### src/reg_pkg.sv
// widths, register and slot codes, exchange codes, request and step command structs
`default_nettype none

package reg_pkg;

    // ------------------------------
    // widths with a meaning
    // ------------------------------
    typedef logic [7:0]  byte_t;            // one register byte
    typedef logic [15:0] word_t;            // one register pair
    typedef logic [2:0]  reg_code_t;        // logical register name
    typedef logic [1:0]  idx_mode_t;        // index prefix, replaces hl
    typedef logic [3:0]  phys_t;            // physical storage slot
    typedef logic [1:0]  byte_en_t;         // bit 1 high byte, bit 0 low byte
    typedef logic [1:0]  exch_op_t;         // exchange instruction

    // logical register codes
    localparam reg_code_t CODE_BC = 3'd0;
    localparam reg_code_t CODE_DE = 3'd1;
    localparam reg_code_t CODE_HL = 3'd2;   // ix/iy under a prefix
    localparam reg_code_t CODE_AF = 3'd3;
    localparam reg_code_t CODE_SP = 3'd4;
    localparam reg_code_t CODE_WZ = 3'd5;   // internal temp pair
    localparam reg_code_t CODE_PC = 3'd6;
    localparam reg_code_t CODE_IR = 3'd7;

    // index prefix
    localparam idx_mode_t IDX_NONE = 2'd0;
    localparam idx_mode_t IDX_IX   = 2'd1;  // dd prefix
    localparam idx_mode_t IDX_IY   = 2'd2;  // fd prefix

    // ------------------------------
    // physical slots
    // ------------------------------
    // banked pairs sit on even/odd slots, bit 0 picks the shadow copy
    localparam phys_t P_AF  = 4'd0;
    localparam phys_t P_AF2 = 4'd1;
    localparam phys_t P_BC  = 4'd2;
    localparam phys_t P_BC2 = 4'd3;
    localparam phys_t P_DE  = 4'd4;
    localparam phys_t P_DE2 = 4'd5;
    localparam phys_t P_HL  = 4'd6;
    localparam phys_t P_HL2 = 4'd7;
    localparam phys_t P_IX  = 4'd8;
    localparam phys_t P_IY  = 4'd9;
    localparam phys_t P_SP  = 4'd10;
    localparam phys_t P_WZ  = 4'd11;
    localparam phys_t P_PC  = 4'd12;
    localparam phys_t P_IR  = 4'd13;
    localparam int    N_PHYS = 14;          // slots actually stored

    // exchange codes
    localparam exch_op_t EXCH_EXX   = 2'd0; // bc/de/hl bank flip
    localparam exch_op_t EXCH_AF    = 2'd1; // ex af,af'
    localparam exch_op_t EXCH_DE_HL = 2'd2; // ex de,hl in current bank

    // ------------------------------
    // structs
    // ------------------------------
    typedef struct packed {
        logic      write;                   // 1 write, 0 read
        reg_code_t code;
        idx_mode_t idx;
        byte_en_t  byte_en;
        word_t     wdata;
    } reg_req_t;                            // logical access

    typedef struct packed {
        logic     write;
        phys_t    slot;                     // after exchange/index steering
        byte_en_t byte_en;
        word_t    wdata;
    } phys_req_t;                           // mapped access

    typedef struct packed {
        reg_code_t code;
        idx_mode_t idx;
        logic      dec;                     // 1 subtract one
    } step_cmd_t;

endpackage

`default_nettype wire

### src/reg_arbiter.sv
// reg_arbiter: round-robin grant of the single register port to data channel or step unit
`default_nettype none
`timescale 1ns/1ns

module reg_arbiter (
    input  wire logic              clk,
    input  wire logic              rst_n,
    input  wire logic              dreq_valid,
    input  wire reg_pkg::reg_req_t dreq,
    output logic                   dreq_ready,
    input  wire logic              sreq_valid,
    input  wire reg_pkg::reg_req_t sreq,
    output logic                   sreq_ready,
    output logic                   gnt_valid,
    output reg_pkg::reg_req_t      gnt_req,
    output logic                   gnt_owner     // 1 = step unit
);

    logic last_step;                              // step unit served last
    logic pick_step;

    // ------------------------------
    // winner select
    // ------------------------------
    always_comb begin
        if (dreq_valid && sreq_valid)
            pick_step = !last_step;               // contention, alternate
        else
            pick_step = sreq_valid;
    end

    assign dreq_ready = dreq_valid && !pick_step;
    assign sreq_ready = sreq_valid && pick_step;
    assign gnt_valid  = dreq_valid || sreq_valid; // someone always wins
    assign gnt_req    = pick_step ? sreq : dreq;
    assign gnt_owner  = pick_step;

    // round-robin state
    always_ff @(posedge clk or negedge rst_n) begin
        if (!rst_n) begin
            last_step <= 1'b0;                    // step wins first tie
        end else if (gnt_valid) begin
            last_step <= pick_step;
        end
    end

    // a held request that lost is granted on the next cycle
    a_data_stall: assert property (
        @(posedge clk) disable iff (!rst_n)
        (dreq_valid && !dreq_ready) |=> dreq_ready
    );

    a_step_stall: assert property (
        @(posedge clk) disable iff (!rst_n)
        (sreq_valid && !sreq_ready) |=> sreq_ready
    );

endmodule

`default_nettype wire

### src/reg_control.sv
// reg_control: exchange latches and logical-to-physical mapping of granted requests
`default_nettype none
`timescale 1ns/1ns

module reg_control (
    input  wire logic              clk,
    input  wire logic              rst_n,
    input  wire logic              gnt_valid,     // granted access this cycle
    input  wire reg_pkg::reg_req_t gnt_req,
    input  wire logic              exch_valid,
    input  wire reg_pkg::exch_op_t exch,
    output logic                   exch_ready,
    input  wire logic              step_busy,     // rmw in flight in reg_step
    output logic                   preq_valid,
    output reg_pkg::phys_req_t     preq
);

    logic       af_bank;                          // 1 = af' is live
    logic       gp_bank;                          // 1 = bc'/de'/hl' live
    logic [1:0] dehl_swap;                        // per bank de/hl swap
    logic       swapped;                          // swap bit of live bank
    logic       exch_fire;
    reg_pkg::phys_t slot;

    // ------------------------------
    // exchange latches
    // ------------------------------
    assign exch_ready = !step_busy;               // no remap under a step
    assign exch_fire  = exch_valid && exch_ready;

    always_ff @(posedge clk or negedge rst_n) begin
        if (!rst_n) begin
            af_bank   <= 1'b0;
            gp_bank   <= 1'b0;
            dehl_swap <= 2'b00;
        end else if (exch_fire) begin
            case (exch)
                reg_pkg::EXCH_EXX:   gp_bank <= !gp_bank;
                reg_pkg::EXCH_AF:    af_bank <= !af_bank;
                reg_pkg::EXCH_DE_HL: dehl_swap[gp_bank] <= !dehl_swap[gp_bank];
                default: ;                        // reserved code, no effect
            endcase
        end
    end

    // ------------------------------
    // name to slot
    // ------------------------------
    assign swapped = dehl_swap[gp_bank];

    always_comb begin
        case (gnt_req.code)
            reg_pkg::CODE_BC: slot = {reg_pkg::P_BC[3:1], gp_bank};
            reg_pkg::CODE_DE: slot = swapped ? {reg_pkg::P_HL[3:1], gp_bank}
                                             : {reg_pkg::P_DE[3:1], gp_bank};
            reg_pkg::CODE_HL: begin
                if (gnt_req.idx == reg_pkg::IDX_IX)
                    slot = reg_pkg::P_IX;         // index regs never swap
                else if (gnt_req.idx == reg_pkg::IDX_IY)
                    slot = reg_pkg::P_IY;
                else
                    slot = swapped ? {reg_pkg::P_DE[3:1], gp_bank}
                                   : {reg_pkg::P_HL[3:1], gp_bank};
            end
            reg_pkg::CODE_AF: slot = {reg_pkg::P_AF[3:1], af_bank};
            reg_pkg::CODE_SP: slot = reg_pkg::P_SP;
            reg_pkg::CODE_WZ: slot = reg_pkg::P_WZ;
            reg_pkg::CODE_PC: slot = reg_pkg::P_PC;
            default:          slot = reg_pkg::P_IR;
        endcase
    end

    assign preq_valid   = gnt_valid;
    assign preq.write   = gnt_req.write;
    assign preq.slot    = slot;
    assign preq.byte_en = gnt_req.byte_en;
    assign preq.wdata   = gnt_req.wdata;

endmodule

`default_nettype wire

### src/reg_file.sv
// reg_file: 14 physical register pairs with byte write enables and registered read
`default_nettype none
`timescale 1ns/1ns

module reg_file (
    input  wire logic               clk,
    input  wire logic               rst_n,
    input  wire logic               preq_valid,
    input  wire reg_pkg::phys_req_t preq,
    output logic                    rsp_valid,    // one-cycle read pulse
    output reg_pkg::word_t          rsp_data
);

    reg_pkg::word_t mem [reg_pkg::N_PHYS];        // af..ir, see slot list
    logic           wr_en;
    logic           rd_en;

    assign wr_en = preq_valid && preq.write;
    assign rd_en = preq_valid && !preq.write;

    // ------------------------------
    // storage, per-byte write
    // ------------------------------
    always_ff @(posedge clk or negedge rst_n) begin
        if (!rst_n) begin
            for (int i = 0; i < reg_pkg::N_PHYS; i++) begin
                mem[i] <= '0;                     // all pairs come up zero
            end
        end else if (wr_en) begin
            if (preq.byte_en[1])
                mem[preq.slot][15:8] <= preq.wdata[15:8];   // high byte
            if (preq.byte_en[0])
                mem[preq.slot][7:0] <= preq.wdata[7:0];     // low byte
        end
    end

    // ------------------------------
    // read port
    // ------------------------------
    always_ff @(posedge clk or negedge rst_n) begin
        if (!rst_n) begin
            rsp_valid <= 1'b0;
        end else begin
            rsp_valid <= rd_en;                   // data valid next cycle
        end
    end

    always_ff @(posedge clk) begin
        if (rd_en) begin
            rsp_data <= mem[preq.slot];           // old value on same-edge write
        end
    end

    // slot encoding leaves 14 and 15 unused
    a_slot_range: assert property (
        @(posedge clk) disable iff (!rst_n)
        preq_valid |-> (preq.slot < reg_pkg::N_PHYS)
    );

endmodule

`default_nettype wire

### src/reg_step.sv
// reg_step: read-modify-write FSM that increments or decrements one register pair
`default_nettype none
`timescale 1ns/1ns

module reg_step (
    input  wire logic               clk,
    input  wire logic               rst_n,
    input  wire logic               step_valid,
    input  wire reg_pkg::step_cmd_t step,
    output logic                    step_ready,
    output logic                    sreq_valid,
    output reg_pkg::reg_req_t       sreq,
    input  wire logic               sreq_ready,
    input  wire logic               rsp_valid,    // routed read return
    input  wire reg_pkg::word_t     rsp_data,
    output logic                    busy,
    output logic                    step_done,
    output reg_pkg::word_t          step_result
);

    typedef enum logic [2:0] {IDLE, RD_REQ, RD_WAIT, WR_REQ, DONE} state_t;

    state_t             state;
    reg_pkg::step_cmd_t cmd;                      // held for both accesses
    reg_pkg::word_t     result;                   // new pair value

    // ------------------------------
    // FSM
    // ------------------------------
    always_ff @(posedge clk or negedge rst_n) begin
        if (!rst_n) begin
            state <= IDLE;
        end else begin
            case (state)
                IDLE:    if (step_valid) state <= RD_REQ;
                RD_REQ:  if (sreq_ready) state <= RD_WAIT;
                RD_WAIT: if (rsp_valid)  state <= WR_REQ;
                WR_REQ:  if (sreq_ready) state <= DONE;
                default: state <= IDLE;           // DONE lasts one cycle
            endcase
        end
    end

    always_ff @(posedge clk) begin
        if (state == IDLE && step_valid)
            cmd <= step;
        if (state == RD_WAIT && rsp_valid)
            result <= cmd.dec ? rsp_data - 16'd1 : rsp_data + 16'd1;  // wraps
    end

    assign step_ready  = (state == IDLE);
    assign busy        = (state != IDLE);
    assign step_done   = (state == DONE);
    assign step_result = result;

    // request toward arbiter, read then full-word write
    assign sreq_valid   = (state == RD_REQ) || (state == WR_REQ);
    assign sreq.write   = (state == WR_REQ);
    assign sreq.code    = cmd.code;
    assign sreq.idx     = cmd.idx;
    assign sreq.byte_en = 2'b11;
    assign sreq.wdata   = result;

    // top-level owner routing must only return our own reads
    a_rsp_in_wait: assert property (
        @(posedge clk) disable iff (!rst_n)
        rsp_valid |-> (state == RD_WAIT)
    );

endmodule

`default_nettype wire

### src/reg_top.sv
// reg_top: arbiter, step unit, exchange control and register file with response routing
`default_nettype none
`timescale 1ns/1ns

module reg_top (
    input  wire logic               clk,
    input  wire logic               rst_n,
    input  wire logic               dreq_valid,
    input  wire reg_pkg::reg_req_t  dreq,
    output logic                    dreq_ready,
    output logic                    drsp_valid,
    output reg_pkg::word_t          drsp_data,
    input  wire logic               step_valid,
    input  wire reg_pkg::step_cmd_t step,
    output logic                    step_ready,
    output logic                    step_done,
    output reg_pkg::word_t          step_result,
    input  wire logic               exch_valid,
    input  wire reg_pkg::exch_op_t  exch,
    output logic                    exch_ready
);

    logic               sreq_valid;
    logic               sreq_ready;
    reg_pkg::reg_req_t  sreq;
    logic               gnt_valid;
    logic               gnt_owner;
    reg_pkg::reg_req_t  gnt_req;
    logic               preq_valid;
    reg_pkg::phys_req_t preq;
    logic               rsp_valid;
    reg_pkg::word_t     rsp_data;
    logic               step_busy;
    logic               owner_q;                  // owner of last grant

    // ------------------------------
    // shared return path
    // ------------------------------
    always_ff @(posedge clk or negedge rst_n) begin
        if (!rst_n) begin
            owner_q <= 1'b0;
        end else begin
            owner_q <= gnt_owner;                 // lines up with rsp_valid
        end
    end

    assign drsp_valid = rsp_valid && !owner_q;
    assign drsp_data  = rsp_data;

    reg_arbiter i_reg_arbiter (
        .clk(clk), .rst_n(rst_n),
        .dreq_valid(dreq_valid), .dreq(dreq), .dreq_ready(dreq_ready),
        .sreq_valid(sreq_valid), .sreq(sreq), .sreq_ready(sreq_ready),
        .gnt_valid(gnt_valid), .gnt_req(gnt_req), .gnt_owner(gnt_owner)
    );

    reg_step i_reg_step (
        .clk(clk), .rst_n(rst_n),
        .step_valid(step_valid), .step(step), .step_ready(step_ready),
        .sreq_valid(sreq_valid), .sreq(sreq), .sreq_ready(sreq_ready),
        .rsp_valid(rsp_valid && owner_q), .rsp_data(rsp_data),
        .busy(step_busy), .step_done(step_done), .step_result(step_result)
    );

    reg_control i_reg_control (
        .clk(clk), .rst_n(rst_n),
        .gnt_valid(gnt_valid), .gnt_req(gnt_req),
        .exch_valid(exch_valid), .exch(exch), .exch_ready(exch_ready),
        .step_busy(step_busy),
        .preq_valid(preq_valid), .preq(preq)
    );

    reg_file i_reg_file (
        .clk(clk), .rst_n(rst_n),
        .preq_valid(preq_valid), .preq(preq),
        .rsp_valid(rsp_valid), .rsp_data(rsp_data)
    );

endmodule

`default_nettype wire

### config.mk
export PLATFORM = sky130hd
export DESIGN_NAME = reg_top
export DESIGN_NICKNAME = d
export VERILOG_FILES = /design/src/reg_pkg.sv /design/src/reg_arbiter.sv /design/src/reg_control.sv /design/src/reg_file.sv /design/src/reg_step.sv /design/src/reg_top.sv
export SDC_FILE = /design/constraint.sdc
export NUM_CORES = 1
export LEC_CHECK = 0
export BUFFER_PORTS_ARGS = -buffer_cell sky130_fd_sc_hd__buf_2
export CAP_MARGIN = 20
export CORE_ASPECT_RATIO = 2
export CORE_MARGIN = 3
export CORE_UTILIZATION = 49
export DETAILED_ROUTE_END_ITERATION = 6
export HOLD_SLACK_MARGIN = 0.08
export PLACE_DENSITY = 0.72
export SLEW_MARGIN = 20
export SYNTH_ARGS = -nofsm -noshare
export SYNTH_HDL_FRONTEND = slang
export SYNTH_SLANG_ARGS = --single-unit
### constraint.sdc
create_clock -name clk -period 10.6 [get_ports clk]
set_clock_uncertainty 0.1 [all_clocks]
set_input_delay 0.53 -clock clk [delete_from_list [all_inputs] [get_ports clk]]
set_output_delay 0.53 -clock clk [all_outputs]
set_load 0.01 [all_outputs]
==> impl_metrics.yaml <==
yosys:
  ys_seq_elements: 272
  synth_warnings: 0
  seq_area_frac_synth_pct: 51.6
  ys_types: 73
  synthArstFlopShare_pct: 86.0
  synth_edf_count: 38
  synth_flop_cell: "dfrtp_1"
  synthesis.nets: 1233
  syn_area_um2: 13600
  syn_area_per_cell_um2: 11.5
  synthCells: 1179
sta:
  tightest_slew_ns: 1.05
  fmax_ghz: 0.199
  period_minus_slack_ns: 5.04
  slew-limit-headroom_pct: 30.3
  tns_ns: 0
  hold_viol_final: 0
  drv_slew: 0
  finalSetupViolCount: 0
  rsz0062_at_grt: "false"
  fin_crit_sh_pct: 47.5
placement:
  hpwl_um: 24100
  placed_cells: 1530
  placement.cell_area_um2: 14000
  place_congestion: 0.871
  io_buffers: 73
critical_path:
  crit_start: "i_reg_step.state[0]$_DFFE_PN0P_"
  cp_slowest_cell: "nor3_2"
  cp-end-kind: "flop"
  crit_path_end: "i_reg_file.mem[113]$_DFFE_PN0P_"
  path_cells: "a21boi_4 -> nand2_2 -> inv_2 -> nand2_1 -> nand2_1 -> inv_1 -> ha_1 -> nor3_1 -> a32oi_2 -> buf_4 -> a21oi_4 -> buf_4 -> buf_4 -> nand2_1 -> nor3_2 -> mux2_2"
  slowest_delay_ns: 0.64
  reg2reg_to: "i_reg_file.mem[113]$_DFFE_PN0P_"
  critPathLaunchType: "flop"
  cp_data_arrival_time_ns: 5.35
  critical_path_required_ns: 10.91
  reg2reg_from: "i_reg_step.state[0]$_DFFE_PN0P_"
  worstSetupPathType: "reg2reg"
  r2r_cells: 16
  reg2reg_slack_ns: 5.56
  crit_fanout: 36
pwr:
  power.density_nw_per_um2: 326
  vdd_drop_max_mv: 0.151
  power_frac_seq_pct: 36.5
  p_int_mw: 2.87
  pwr-share-comb_pct: 45.4
  p_leak_nw: 6.58
  p_sw_share_pct: 40.9
  p_switching_mw: 1.99
  pwr-share-clk_pct: 18.1
die:
  std_cell_rows: 85
  die_w_um: 124
  ios: 74
  coreArea_um2: 27100
  die_y_um: 241
  initial_core_util_pct: 50.0
  dieArea_um2: 29800
global_route:
  grt_busiest_layer: "met2"
  met2_usage_pct: 40.2
  overflow: 0
  grt_max_degree: 101
  antenna_found_initial: 1
  grt_pass1_vias: 9579
  grt.met1_usage_pct: 25.1
  grt_pass1_wl_um: 51400
  grt_use_met3_pct: 2.38
  track_usage_pct: 22.0
clock_tree:
  clk_pin_slew_worst_paths_ns: 0.07
  cts_made_buffers: 24
  clockBufferDepth: 3
  cts.sinks: 272
  post_cts_buffers: 0
  insertion_delay_ns: 0.53
  root_buffer: "clkbuf_16"
  ctsHtreeMaxLevel: 1
  tritoncts: "done"
drt:
  vias_per_cell: 6.00
  drtAntennaViolNets: 0
  dr.pass1.iters: 5
  drtIter0Drc: 710
  routed_wl_um: 33000
  num_vias: 9469
  route.detailed.drc: 0
  wl_per_cell_um: 20.9
cells_and_area:
  fillers: 2241
  area_growth_pct: 9.89
  nNetsFinal: 1269
  instances_no_fill: 1579
  post-route-util_pct: 54.9
  final_area_um2: 14900
  num_antenna_cells: 0
  drive_gt1_share_pct: 23.9
hold_path:
  hold_path.class: "in2reg"
run:
  cap_violations: 0
run_status:
  status: "complete, no violations"
==> critical path, delay by kind of cell (launching register included) <==
| family | cells | cell delay, ns |
|---|---|---|
| DFF | 1 | 0.44 |
| muxes | 1 | 0.41 |
| adders and majority gates | 1 | 0.22 |
| buffers and inverters | 5 | 1.68 |
| AOI/OAI and AO/OA | 3 | 0.59 |
| and+or+nand+nor | 6 | 1.44 |
==> metrics by stage <==
step	total power, mW	setup WS (ns)	hold slack, ns
floorplan	3.35	6.48	0.134
global placement	3.91	5.49	0.361
detailed placement	3.97	5.38	0.370
CTS	4.86	5.54	0.165
global route	5.15	5.25	0.181
finish	4.86	5.56	0.177
==> state kept, by name, summed over array words and instances, names as in the netlist <==
register,flops
i_reg_step.cmd,1
i_reg_control.dehl_swap,2
i_reg_control.af_bank,1
i_reg_step.state,3
owner_q,1
i_reg_step.sreq,5
i_reg_control.gp_bank,1
i_reg_arbiter.last_step,1
i_reg_file.rsp_data,16
i_reg_file.rsp_valid,1
i_reg_file.mem,224
i_reg_step.step_result,16
==> synthesized netlist by cell type, drive strengths merged (4+ instances only) <==
cell	instances	share of area, %
xnor2	14	0.90
a2111o	17	1.4
a21oi	41	1.6
nor4	13	1.6
o211ai	17	0.94
clkbuf	31	0.86
a2111oi	16	1.0
or3	6	0.28
nand3	27	1.1
buf	51	2.4
o21a	4	0.22
edfxtp	38	8.4
nor2	34	0.96
xor2	4	0.26
inv	31	0.86
mux2	130	11
mux4	16	2.7
and3	5	0.23
mux2i	48	3.5
a211oi	21	1.2
a311oi	17	1.1
nand4	20	0.92
dfrtp	234	43
nor3	12	0.60
o21ai	75	2.9
and2	6	0.30
nand2	197	5.5
ha	16	1.5
==> cells in the final DEF, fill, tap and decap left out, types with 8 or more instances in the layout <==
master	synthesis	layout
dfrtp_1	234	234
nand2_1	195	195
mux2_2	115	115
buf_2	25	72
o21ai_0	70	69
mux2i_1	48	48
a21oi_1	40	40
edfxtp_1	38	38
nor2_1	33	32
inv_1	30	30
nand3_1	26	26
clkbuf_16	0	26
a211oi_1	21	21
nand4_1	20	20
o211ai_1	17	17
a311oi_1	17	17
a2111o_1	17	17
mux4_2	16	16
a2111oi_0	16	16
ha_1	16	16
xnor2_1	14	14
buf_4	21	12
nor4_4	8	9
nor3_1	9	8
mux2_4	8	8
==> timing repair <==
item                                   4_1_cts  5_1_grt
gates resized for setup                      0        0
endpoints found under the hold margin      105        0
hold buffers                                 7        0
==> area by class of cell <==
class / instances / area [um^2] / area share (%)
inverter: 31 / 116 / 0.781
clock inverter: 6 / 63.8 / 0.428
tap: 348 / 435 / 2.92
timing repair buffer: 92 / 536 / 3.59
multi-input combinational: 794 / 6030 / 40.5
clock buffer: 36 / 718 / 4.82
sequential: 272 / 7000 / 47.0
==> worst min path at each step <==
stage	startpoint	to	slack, ns	depth (start not counted)
3_5_place_dp	i_reg_file.mem[164]$_DFFE_PN0P_	i_reg_file.mem[164]$_DFFE_PN0P_	0.37	2
2_1_floorplan	rst_n	i_reg_arbiter.last_step$_DFFE_PN0P_	0.13	0
5_1_grt	dreq_valid	i_reg_arbiter.last_step$_DFFE_PN0P_	0.18	2
6_report	dreq_valid	i_reg_arbiter.last_step$_DFFE_PN0P_	0.18	2
3_3_place_gp	i_reg_file.mem[199]$_DFFE_PN0P_	i_reg_file.mem[199]$_DFFE_PN0P_	0.36	2
4_1_cts	dreq_valid	i_reg_arbiter.last_step$_DFFE_PN0P_	0.17	2
==> logic make-up after synthesis <==
group                    share of synthesized area (%)
AO/OA/AOI/OAI                                     12.1
XOR/XNOR                                          1.16
buffers and inverters                             4.11
AND/OR/NAND/NOR                                   12.1
multiplexers                                      17.2
flip-flops                                        51.6
adder cells (fa/ha/maj)                           1.62
==> routing by layer <==
layer | wire, um | share of wire [%]
met1 | 12300 | 37
met2 | 17700 | 54
met3 | 1570 | 4.8
met4 | 1400 | 4.3
met5 | 13 | 0.039
==> power groups by stage <==
stage / Sequential [mW] / Clock, mW / Combinational (mW)
after global placement: 1.77 / 0 / 2.13
after floorplan: 1.72 / 0 / 1.63
after global routing: 1.82 / 0.929 / 2.40
final: 1.78 / 0.880 / 2.20
after detailed placement: 1.79 / 0 / 2.18
after CTS: 1.77 / 0.891 / 2.19
(Power assumes the default switching activity.)
